===== src/hdl/fpu_consts.svh =====
`ifndef FPU_CONSTS_SVH
`define FPU_CONSTS_SVH

// Operand and result word layout
`define FPU_WORD_W 32
`define FPU_EXP_W  8
`define FPU_MANT_W 23

// Exponent bias for the 8-bit field
`define FPU_BIAS   127

// Command side
`define FPU_TAG_W  4
`define FPU_OP_W   2

`endif


===== src/hdl/fpu_pkg.sv =====
`include "fpu_consts.svh"

package fpu_pkg;

    // Opcode 3 is not a legal command
    typedef enum logic [`FPU_OP_W-1:0] {
        FPU_ADD = 0,
        FPU_SUB = 1,
        FPU_MUL = 2
    } fpu_op_e;

    // Sign, biased exponent, mantissa without hidden bit
    typedef struct packed {
        logic                   sign;
        logic [`FPU_EXP_W-1:0]  exp;
        logic [`FPU_MANT_W-1:0] mantis;
    } float_fields_t;

    // Buses carry raw, datapaths decode fields
    typedef union packed {
        logic [`FPU_WORD_W-1:0] raw;
        float_fields_t          fields;
    } float_word_t;

endpackage


===== src/hdl/fpu_dispatch.sv =====
`timescale 1ns/1ns
`include "fpu_consts.svh"

module fpu_dispatch (
    input  logic                   cmd_valid,
    output logic                   cmd_ready,
    input  fpu_pkg::fpu_op_e       cmd_op,
    input  logic [`FPU_WORD_W-1:0] cmd_a,
    input  logic [`FPU_WORD_W-1:0] cmd_b,
    input  logic [`FPU_TAG_W-1:0]  cmd_tag,
    output logic                   add_valid,
    input  logic                   add_ready,
    output logic [`FPU_WORD_W-1:0] add_a,
    output logic [`FPU_WORD_W-1:0] add_b,
    output logic [`FPU_TAG_W-1:0]  add_tag,
    output logic                   mul_valid,
    input  logic                   mul_ready,
    output logic [`FPU_WORD_W-1:0] mul_a,
    output logic [`FPU_WORD_W-1:0] mul_b,
    output logic [`FPU_TAG_W-1:0]  mul_tag
);
    fpu_pkg::float_word_t b_word;
    logic                 to_add;
    logic                 to_mul;

    always_comb begin
        to_add = 1'b0;
        to_mul = 1'b0;
        case (cmd_op)
            fpu_pkg::FPU_ADD, fpu_pkg::FPU_SUB: to_add = 1'b1;
            fpu_pkg::FPU_MUL:                   to_mul = 1'b1;
            default: ;
        endcase
    end

    // SUB is ADD with B negated
    always_comb begin
        b_word.raw = cmd_b;
        if (cmd_op == fpu_pkg::FPU_SUB) begin
            b_word.fields.sign = ~b_word.fields.sign;
        end
    end

    assign add_valid = cmd_valid && to_add;
    assign mul_valid = cmd_valid && to_mul;
    assign cmd_ready = (to_add && add_ready) || (to_mul && mul_ready);

    assign add_a   = cmd_a;
    assign add_b   = b_word.raw;
    assign add_tag = cmd_tag;
    assign mul_a   = cmd_a;
    assign mul_b   = cmd_b;
    assign mul_tag = cmd_tag;

    op_legal: assert final (!cmd_valid || cmd_op != {`FPU_OP_W{1'b1}})
        else $error("illegal opcode %0d on command stream", cmd_op);

endmodule


===== src/hdl/fp_add_pipe.sv =====
`timescale 1ns/1ns
`include "fpu_consts.svh"

module fp_add_pipe (
    input  logic                   clk,
    input  logic                   reset,
    input  logic                   in_valid,
    output logic                   in_ready,
    input  logic [`FPU_WORD_W-1:0] in_a,
    input  logic [`FPU_WORD_W-1:0] in_b,
    input  logic [`FPU_TAG_W-1:0]  in_tag,
    output logic                   out_valid,
    input  logic                   out_ready,
    output logic [`FPU_WORD_W-1:0] out_word,
    output logic [`FPU_TAG_W-1:0]  out_tag
);
    localparam int MW  = `FPU_MANT_W + 1;
    localparam int EW  = `FPU_EXP_W;
    localparam int LZW = $clog2(MW);

    fpu_pkg::float_word_t a_w, b_w, norm_w;

    logic v1, v2, v3;
    logic take1, take2, take3;

    logic [EW-1:0]  big_exp, exp_diff;
    logic [MW-1:0]  big_mant, small_mant, small_shft;
    logic           big_sign, small_sign;

    logic [EW-1:0]         s1_exp;
    logic [MW-1:0]         s1_big, s1_small;
    logic                  s1_big_sign, s1_small_sign;
    logic [`FPU_TAG_W-1:0] s1_tag;

    logic [MW:0]           sum;
    logic                  sum_sign;
    logic [EW-1:0]         s2_exp;
    logic [MW:0]           s2_sum;
    logic                  s2_sign;
    logic [`FPU_TAG_W-1:0] s2_tag;

    logic [LZW-1:0]         lead_zeros;
    logic                   found;
    logic [MW-1:0]          shifted;
    logic [`FPU_WORD_W-1:0] s3_word;
    logic [`FPU_TAG_W-1:0]  s3_tag;

    // A stage loads when it is empty or its content moves on
    assign take3    = !v3 || out_ready;
    assign take2    = !v2 || take3;
    assign take1    = !v1 || take2;
    assign in_ready = take1;

    // Smaller exponent operand shifted right to align
    always_comb begin
        a_w.raw = in_a;
        b_w.raw = in_b;
        if (a_w.fields.exp >= b_w.fields.exp) begin
            big_exp    = a_w.fields.exp;
            exp_diff   = a_w.fields.exp - b_w.fields.exp;
            big_mant   = {1'b1, a_w.fields.mantis};
            big_sign   = a_w.fields.sign;
            small_mant = {1'b1, b_w.fields.mantis};
            small_sign = b_w.fields.sign;
        end else begin
            big_exp    = b_w.fields.exp;
            exp_diff   = b_w.fields.exp - a_w.fields.exp;
            big_mant   = {1'b1, b_w.fields.mantis};
            big_sign   = b_w.fields.sign;
            small_mant = {1'b1, a_w.fields.mantis};
            small_sign = a_w.fields.sign;
        end
        if (exp_diff >= EW'(MW + 1)) begin
            small_shft = '0;
        end else begin
            small_shft = small_mant >> exp_diff;
        end
    end

    // Add magnitudes, or subtract the smaller from the larger
    always_comb begin
        if (s1_big_sign == s1_small_sign) begin
            sum      = {1'b0, s1_big} + {1'b0, s1_small};
            sum_sign = s1_big_sign;
        end else if (s1_big >= s1_small) begin
            sum      = {1'b0, s1_big} - {1'b0, s1_small};
            sum_sign = s1_big_sign;
        end else begin
            sum      = {1'b0, s1_small} - {1'b0, s1_big};
            sum_sign = s1_small_sign;
        end
    end

    // Zero magnitude normalizes to the all-zero word
    always_comb begin
        lead_zeros = '0;
        found      = 1'b0;
        for (int i = MW - 1; i >= 0; i--) begin
            if (!found && s2_sum[i]) begin
                lead_zeros = LZW'(MW - 1 - i);
                found      = 1'b1;
            end
        end
        shifted    = s2_sum[MW-1:0] << lead_zeros;
        norm_w.raw = '0;
        if (s2_sum[MW]) begin
            norm_w.fields.sign   = s2_sign;
            norm_w.fields.exp    = s2_exp + 1'b1;
            norm_w.fields.mantis = s2_sum[MW-1:1];
        end else if (found) begin
            norm_w.fields.sign   = s2_sign;
            norm_w.fields.exp    = s2_exp - EW'(lead_zeros);
            norm_w.fields.mantis = shifted[MW-2:0];
        end
    end

    always_ff @(posedge clk) begin
        if (reset) begin
            v1 <= 1'b0;
            v2 <= 1'b0;
            v3 <= 1'b0;
        end else begin
            if (take1) v1 <= in_valid;
            if (take2) v2 <= v1;
            if (take3) v3 <= v2;
        end
    end

    always_ff @(posedge clk) begin
        if (take1 && in_valid) begin
            s1_exp        <= big_exp;
            s1_big        <= big_mant;
            s1_small      <= small_shft;
            s1_big_sign   <= big_sign;
            s1_small_sign <= small_sign;
            s1_tag        <= in_tag;
        end
        if (take2 && v1) begin
            s2_exp  <= s1_exp;
            s2_sum  <= sum;
            s2_sign <= sum_sign;
            s2_tag  <= s1_tag;
        end
        if (take3 && v2) begin
            s3_word <= norm_w.raw;
            s3_tag  <= s2_tag;
        end
    end

    assign out_valid = v3;
    assign out_word  = s3_word;
    assign out_tag   = s3_tag;

    out_hold: assert property (@(posedge clk) disable iff (reset)
        out_valid && !out_ready |=> out_valid && $stable(out_word) && $stable(out_tag));

    out_clear: assert property (@(posedge clk) reset |=> !out_valid);

endmodule


===== src/hdl/fp_mul_pipe.sv =====
`timescale 1ns/1ns
`include "fpu_consts.svh"

module fp_mul_pipe (
    input  logic                   clk,
    input  logic                   reset,
    input  logic                   in_valid,
    output logic                   in_ready,
    input  logic [`FPU_WORD_W-1:0] in_a,
    input  logic [`FPU_WORD_W-1:0] in_b,
    input  logic [`FPU_TAG_W-1:0]  in_tag,
    output logic                   out_valid,
    input  logic                   out_ready,
    output logic [`FPU_WORD_W-1:0] out_word,
    output logic [`FPU_TAG_W-1:0]  out_tag
);
    localparam int MW = `FPU_MANT_W + 1;
    localparam int PW = 2 * MW;
    localparam int EW = `FPU_EXP_W;

    fpu_pkg::float_word_t a_w, b_w, norm_w;

    logic v1, v2;
    logic take1, take2;

    logic [PW-1:0] product;
    logic [EW-1:0] prod_exp;
    logic          prod_sign;

    logic [PW-1:0]          s1_prod;
    logic [EW-1:0]          s1_exp;
    logic                   s1_sign;
    logic [`FPU_TAG_W-1:0]  s1_tag;
    logic [`FPU_WORD_W-1:0] s2_word;
    logic [`FPU_TAG_W-1:0]  s2_tag;

    assign take2    = !v2 || out_ready;
    assign take1    = !v1 || take2;
    assign in_ready = take1;

    // Exponent wraps in 8 bits; the true value stays in range
    always_comb begin
        a_w.raw   = in_a;
        b_w.raw   = in_b;
        product   = {1'b1, a_w.fields.mantis} * {1'b1, b_w.fields.mantis};
        prod_exp  = a_w.fields.exp + b_w.fields.exp - EW'(`FPU_BIAS);
        prod_sign = a_w.fields.sign ^ b_w.fields.sign;
    end

    // Product lies in [1,4) so one normalize step suffices
    always_comb begin
        norm_w.fields.sign = s1_sign;
        if (s1_prod[PW-1]) begin
            norm_w.fields.exp    = s1_exp + 1'b1;
            norm_w.fields.mantis = s1_prod[PW-2 -: `FPU_MANT_W];
        end else begin
            norm_w.fields.exp    = s1_exp;
            norm_w.fields.mantis = s1_prod[PW-3 -: `FPU_MANT_W];
        end
    end

    always_ff @(posedge clk) begin
        if (reset) begin
            v1 <= 1'b0;
            v2 <= 1'b0;
        end else begin
            if (take1) v1 <= in_valid;
            if (take2) v2 <= v1;
        end
    end

    always_ff @(posedge clk) begin
        if (take1 && in_valid) begin
            s1_prod <= product;
            s1_exp  <= prod_exp;
            s1_sign <= prod_sign;
            s1_tag  <= in_tag;
        end
        if (take2 && v1) begin
            s2_word <= norm_w.raw;
            s2_tag  <= s1_tag;
        end
    end

    assign out_valid = v2;
    assign out_word  = s2_word;
    assign out_tag   = s2_tag;

    out_hold: assert property (@(posedge clk) disable iff (reset)
        out_valid && !out_ready |=> out_valid && $stable(out_word) && $stable(out_tag));

endmodule


===== src/hdl/result_arbiter.sv =====
`timescale 1ns/1ns
`include "fpu_consts.svh"

module result_arbiter (
    input  logic                   clk,
    input  logic                   reset,
    input  logic                   aout_valid,
    output logic                   aout_ready,
    input  logic [`FPU_WORD_W-1:0] aout_word,
    input  logic [`FPU_TAG_W-1:0]  aout_tag,
    input  logic                   mout_valid,
    output logic                   mout_ready,
    input  logic [`FPU_WORD_W-1:0] mout_word,
    input  logic [`FPU_TAG_W-1:0]  mout_tag,
    output logic                   res_valid,
    input  logic                   res_ready,
    output logic [`FPU_WORD_W-1:0] res_word,
    output logic [`FPU_TAG_W-1:0]  res_tag
);
    logic load;
    logic grant_a;
    logic grant_m;
    logic last_was_mul;

    // Output register free this cycle
    assign load = !res_valid || res_ready;

    // On contention the unit that lost last time wins
    assign grant_a = aout_valid && (!mout_valid || last_was_mul);
    assign grant_m = mout_valid && !grant_a;

    assign aout_ready = load && grant_a;
    assign mout_ready = load && grant_m;

    always_ff @(posedge clk) begin
        if (reset) begin
            res_valid    <= 1'b0;
            last_was_mul <= 1'b0;
        end else if (load) begin
            res_valid <= grant_a || grant_m;
            if (grant_a) begin
                last_was_mul <= 1'b0;
            end else if (grant_m) begin
                last_was_mul <= 1'b1;
            end
        end
    end

    always_ff @(posedge clk) begin
        if (aout_ready) begin
            res_word <= aout_word;
            res_tag  <= aout_tag;
        end else if (mout_ready) begin
            res_word <= mout_word;
            res_tag  <= mout_tag;
        end
    end

    one_grant: assert property (@(posedge clk) disable iff (reset)
        !(aout_ready && mout_ready));

endmodule


===== src/hdl/fpu_cluster.sv =====
`timescale 1ns/1ns
`include "fpu_consts.svh"

module fpu_cluster (
    input  logic                   clk,
    input  logic                   reset,
    input  logic                   cmd_valid,
    output logic                   cmd_ready,
    input  fpu_pkg::fpu_op_e       cmd_op,
    input  logic [`FPU_WORD_W-1:0] cmd_a,
    input  logic [`FPU_WORD_W-1:0] cmd_b,
    input  logic [`FPU_TAG_W-1:0]  cmd_tag,
    output logic                   res_valid,
    input  logic                   res_ready,
    output logic [`FPU_WORD_W-1:0] res_word,
    output logic [`FPU_TAG_W-1:0]  res_tag
);
    // Dispatch to units
    logic                   add_valid, add_ready;
    logic [`FPU_WORD_W-1:0] add_a, add_b;
    logic [`FPU_TAG_W-1:0]  add_tag;
    logic                   mul_valid, mul_ready;
    logic [`FPU_WORD_W-1:0] mul_a, mul_b;
    logic [`FPU_TAG_W-1:0]  mul_tag;

    // Units to arbiter
    logic                   aout_valid, aout_ready;
    logic [`FPU_WORD_W-1:0] aout_word;
    logic [`FPU_TAG_W-1:0]  aout_tag;
    logic                   mout_valid, mout_ready;
    logic [`FPU_WORD_W-1:0] mout_word;
    logic [`FPU_TAG_W-1:0]  mout_tag;

    fpu_dispatch u_dispatch (
        .cmd_valid (cmd_valid),
        .cmd_ready (cmd_ready),
        .cmd_op    (cmd_op),
        .cmd_a     (cmd_a),
        .cmd_b     (cmd_b),
        .cmd_tag   (cmd_tag),
        .add_valid (add_valid),
        .add_ready (add_ready),
        .add_a     (add_a),
        .add_b     (add_b),
        .add_tag   (add_tag),
        .mul_valid (mul_valid),
        .mul_ready (mul_ready),
        .mul_a     (mul_a),
        .mul_b     (mul_b),
        .mul_tag   (mul_tag)
    );

    fp_add_pipe u_add (
        .clk       (clk),
        .reset     (reset),
        .in_valid  (add_valid),
        .in_ready  (add_ready),
        .in_a      (add_a),
        .in_b      (add_b),
        .in_tag    (add_tag),
        .out_valid (aout_valid),
        .out_ready (aout_ready),
        .out_word  (aout_word),
        .out_tag   (aout_tag)
    );

    fp_mul_pipe u_mul (
        .clk       (clk),
        .reset     (reset),
        .in_valid  (mul_valid),
        .in_ready  (mul_ready),
        .in_a      (mul_a),
        .in_b      (mul_b),
        .in_tag    (mul_tag),
        .out_valid (mout_valid),
        .out_ready (mout_ready),
        .out_word  (mout_word),
        .out_tag   (mout_tag)
    );

    result_arbiter u_arb (
        .clk        (clk),
        .reset      (reset),
        .aout_valid (aout_valid),
        .aout_ready (aout_ready),
        .aout_word  (aout_word),
        .aout_tag   (aout_tag),
        .mout_valid (mout_valid),
        .mout_ready (mout_ready),
        .mout_word  (mout_word),
        .mout_tag   (mout_tag),
        .res_valid  (res_valid),
        .res_ready  (res_ready),
        .res_word   (res_word),
        .res_tag    (res_tag)
    );

endmodule


===== config.mk =====
export PLATFORM = sky130hd
export DESIGN_NAME = fpu_cluster
export DESIGN_NICKNAME = d
export VERILOG_FILES = /design/src/hdl/fpu_pkg.sv /design/src/hdl/fpu_dispatch.sv /design/src/hdl/fp_add_pipe.sv /design/src/hdl/fp_mul_pipe.sv /design/src/hdl/result_arbiter.sv /design/src/hdl/fpu_cluster.sv
export VERILOG_INCLUDE_DIRS = /design/src /design/src/hdl
export SDC_FILE = /design/constraint.sdc
export NUM_CORES = 2
export LEC_CHECK = 0
export BUFFER_PORTS_ARGS = -buffer_cell sky130_fd_sc_hd__buf_2
export CAP_MARGIN = 15
export CORE_MARGIN = 4
export CORE_UTILIZATION = 55
export CTS_CLUSTER_SIZE = 24
export DETAILED_ROUTE_END_ITERATION = 6
export GPL_ROUTABILITY_DRIVEN = 0
export PLACE_DENSITY = 0.72
export SKIP_CTS_REPAIR_TIMING = 1
export SLEW_MARGIN = 20
export SYNTH_ARGS = -nofsm -noshare
export SYNTH_HDL_FRONTEND = slang
export SYNTH_SLANG_ARGS = --single-unit

===== constraint.sdc =====
create_clock -name clk -period 14.5 [get_ports clk]
set_input_delay 2.9 -clock clk [delete_from_list [all_inputs] [get_ports clk]]
set_output_delay 2.9 -clock clk [all_outputs]
set_load 0.01 [all_outputs]

==> metrics.md <==
| Metric | Value |
|---|---|
| Status | `complete, but fails checks` |
| Violated checks | `design-rule violations` |
| Drt pass-1 iters | `7` |
| Startpoint Class | `primary input` |
| First-pass GRT wire length | `between 150000 and 200000 um` |
| Post-synth top area cell | `fa_1` |
| CP most frequent cell | `fa_1` |
| Placeable Area | `about 63000 sq um` |
| CP max stage delay | `around 0.53 ns` |
| ANT nets after route | `0` |
| Minimum clock period | `~9.7 ns` |
| Placed Cells incl. Taps | `between 4000 and 5000` |
| DR WL/cell | `21.7 um` |
| HP Class | `reg2reg` |
| Crit-path leading delay family | `adder cells` |
| Fmax | `approximately 0.10 GHz` |
| Vias in the first global route | `around 27000` |
| Yosys top cell area share | `27.7%` |
| Final cell count without fillers | `between 4000 and 5000` |
| Share of layout cells above drive strength 1 | `between 8 and 9%` |
| Area growth from synthesis to layout | `5.60%` |
| Number of top-level pins | `about 110` |
| Final worst slack | `roughly 4.8 ns` |
| CTS Root Cell | `clkbuf_16` |
| Worst-path fanout max | `19` |
| Clock Path Buffers | `3` |
| Worst EP arrival | `between 9 and 10 ns` |
| Post-synth EDFFs | `245` |
| Design area | `around 37000 sq um` |
| Slew HR | `between 30% and 40%` |
| Initial antenna violation count | `2` |
| Crit path kind | `in2reg` |
| Chip width | `between 200 and 300 um` |
| Distinct cell type count after synthesis | `between 100 and 150` |
| Syn avg cell area | `a little under 10 sq um` |
| Post-synth ARST share | `0%` |
| Crit end category | `register` |
| Port Buffers | `between 100 and 150` |
| Mapped cell area | `about 35000 sq um` |
| Largest net degree at the start of global routing | `a little under 60` |
| Slew Viols, Final | `0` |
| Drt initial violations | `between 2000 and 3000` |
| Clk sinks | `~250` |
| Via-per-instance ratio | `roughly 5.9` |
| Post-synthesis sequential area ratio | `a little over a fifth` |
| Worst slack, placed | `4.28 ns` |
| DP Wirelength | `approximately 72000 um` |
| Clk slew on worst S/H paths | `0.06 ns` |
| Nets | `about 4500` |
| Placed instance area | `roughly 36000 sq um` |
| Post-synth top flop | `edfxtp_1` |
| Die height | `about 260 um` |
| Final wirelength | `around 98000 um` |
| Synth top area cells | `fa_1, edfxtp_1, ha_1` |
| Number of core rows | `92` |
| Synthesis Warnings | `0` |
| Post-Syn Nets | `~4500` |
| Synth cell count leaders | `inv_1, fa_1, nand2_1` |
| GRT overflow | `0` |
| Worst path buffer plus inverter count | `8` |
| Slew @ Worst Pin | `0.986 ns` |
| Initial Utilization | `between 50% and 60%` |
| Synthesized netlist cell count | `3652` |
| Slowest CP cell | `fa_1` |
| Total track usage | `between 20 and 30%` |
| Fin crit share | `about two thirds` |
| CP required | `around 15 ns` |
| Drt drc | `10` |
| RSZ-0062 raised after global routing | `no` |
| Setup TNS | `0 ns` |
| Skew final | `about 0.030 ns` |
| Max H-tree Level | `1` |
| Max-capacitance violation count | `0` |
| Via count | `around 26000` |
| # setup viols final | `0` |
| CTS buffer count | `26` |
| Flops & latches, synth | `252` |
| Clk Latency, worst-skew pair | `about 0.57 ns` |
| Most frequent cell after synthesis | `inv_1` |
| Final Hold Fails | `0` |
| DIE AREA | `68100 sq um` |
| CTS tree | `built` |
stage by stage:
step | hold WS [ns] | util [%]
3_3_place_gp | 0.400 | 57.3
5_1_grt | 0.415 | 58.8
6_report | 0.412 | 58.8
4_1_cts | 0.415 | 58.7
3_5_place_dp | 0.405 | 57.3
2_1_floorplan | 0.400 | -
state kept, by name, indices dropped and copies added (netlist names), 23 cells and up:
register and cells:
u_mul.s1_prod 25, u_add.s1_big 23, u_add.out_word 32, u_add.s2_sum 25, u_arb.res_word 32, u_mul.out_word 32, u_add.s1_small 24
layout by cell type (no fill, tap or decap), types with 11 or more instances in the layout:
| cell type | count |
|---|---|
| inv_1 | 674 |
| fa_1 | 488 |
| nand2_1 | 428 |
| ha_1 | 273 |
| edfxtp_1 | 245 |
| and2_1 | 237 |
| nor2_1 | 153 |
| a21oi_1 | 125 |
| buf_2 | 111 |
| mux2i_1 | 107 |
| o21ai_0 | 95 |
| mux2_2 | 78 |
| xnor2_1 | 55 |
| nor3_1 | 39 |
| a21o_1 | 35 |
| o21bai_1 | 27 |
| nand3_1 | 27 |
| clkbuf_16 | 26 |
| xor2_1 | 25 |
| a31oi_1 | 22 |
| a211oi_1 | 21 |
| buf_4 | 19 |
| nor2b_1 | 17 |
| nand4_1 | 17 |
| nand2b_1 | 16 |
| o211ai_1 | 15 |
| clkinv_1 | 14 |
| o31ai_1 | 14 |
| and3_1 | 14 |
| or3_1 | 11 |
| o21ai_1 | 11 |
final timing paths:
check / startpoint / to / slack [ns] / cells after the start
setup / recovery: cmd_b[8] / u_mul.s1_prod[47]$_DFFE_PP_ / 4.84 / 27
hold / removal: u_add.s1_exp[5]$_DFFE_PP_ / u_add.s2_exp[5]$_DFFE_PP_ / 0.41 / 0
setup reg to reg: u_add.s1_big[9]$_DFFE_PP_ / u_add.s2_sum[22]$_DFFE_PP_ / 10.29 / 11
hold reg to reg: u_add.s1_exp[5]$_DFFE_PP_ / u_add.s2_exp[5]$_DFFE_PP_ / 0.41 / 0
routing by layer:
| layer | up-vias | GRT usage, % | share of wire, % |
|---|---|---|---|
| li1 | 11700 | - | - |
| met3 | 254 | 4.10 | 9.3 |
| met5 | - | 0 | 0.018 |
| met2 | 1316 | 47.9 | 47 |
| met1 | 13000 | 39.3 | 40 |
| met4 | 4 | 9.88 | 4.1 |
cells by family after synthesis:
logic type / Yosys count / synth area share, %
buffers and inverters: 869 / 9.63
and+or+nand+nor: 998 / 13.6
adders and majority gates: 761 / 37.4
xor gates and xnor gates: 84 / 2.22
muxes: 198 / 6.31
AOI/OAI and AO/OA: 490 / 9.46
DFF: 252 / 21.3
layout make-up:
| type | instances | area (sq um) |
|---|---|---|
| multi-input cells | 2531 | 24400 |
| repair buffers | 132 | 753 |
| flip-flops and latches | 252 | 7500 |
| clock inverters | 19 | 234 |
| inverters | 684 | 2570 |
| well taps | 846 | 1060 |
| clock buffers | 29 | 662 |
| diodes | 1 | 2.50 |
| fillers | 5417 | 26000 |
Power is not shown: default switching activity piles up to over one toggle a cycle in this logic, so the estimate is an artifact.
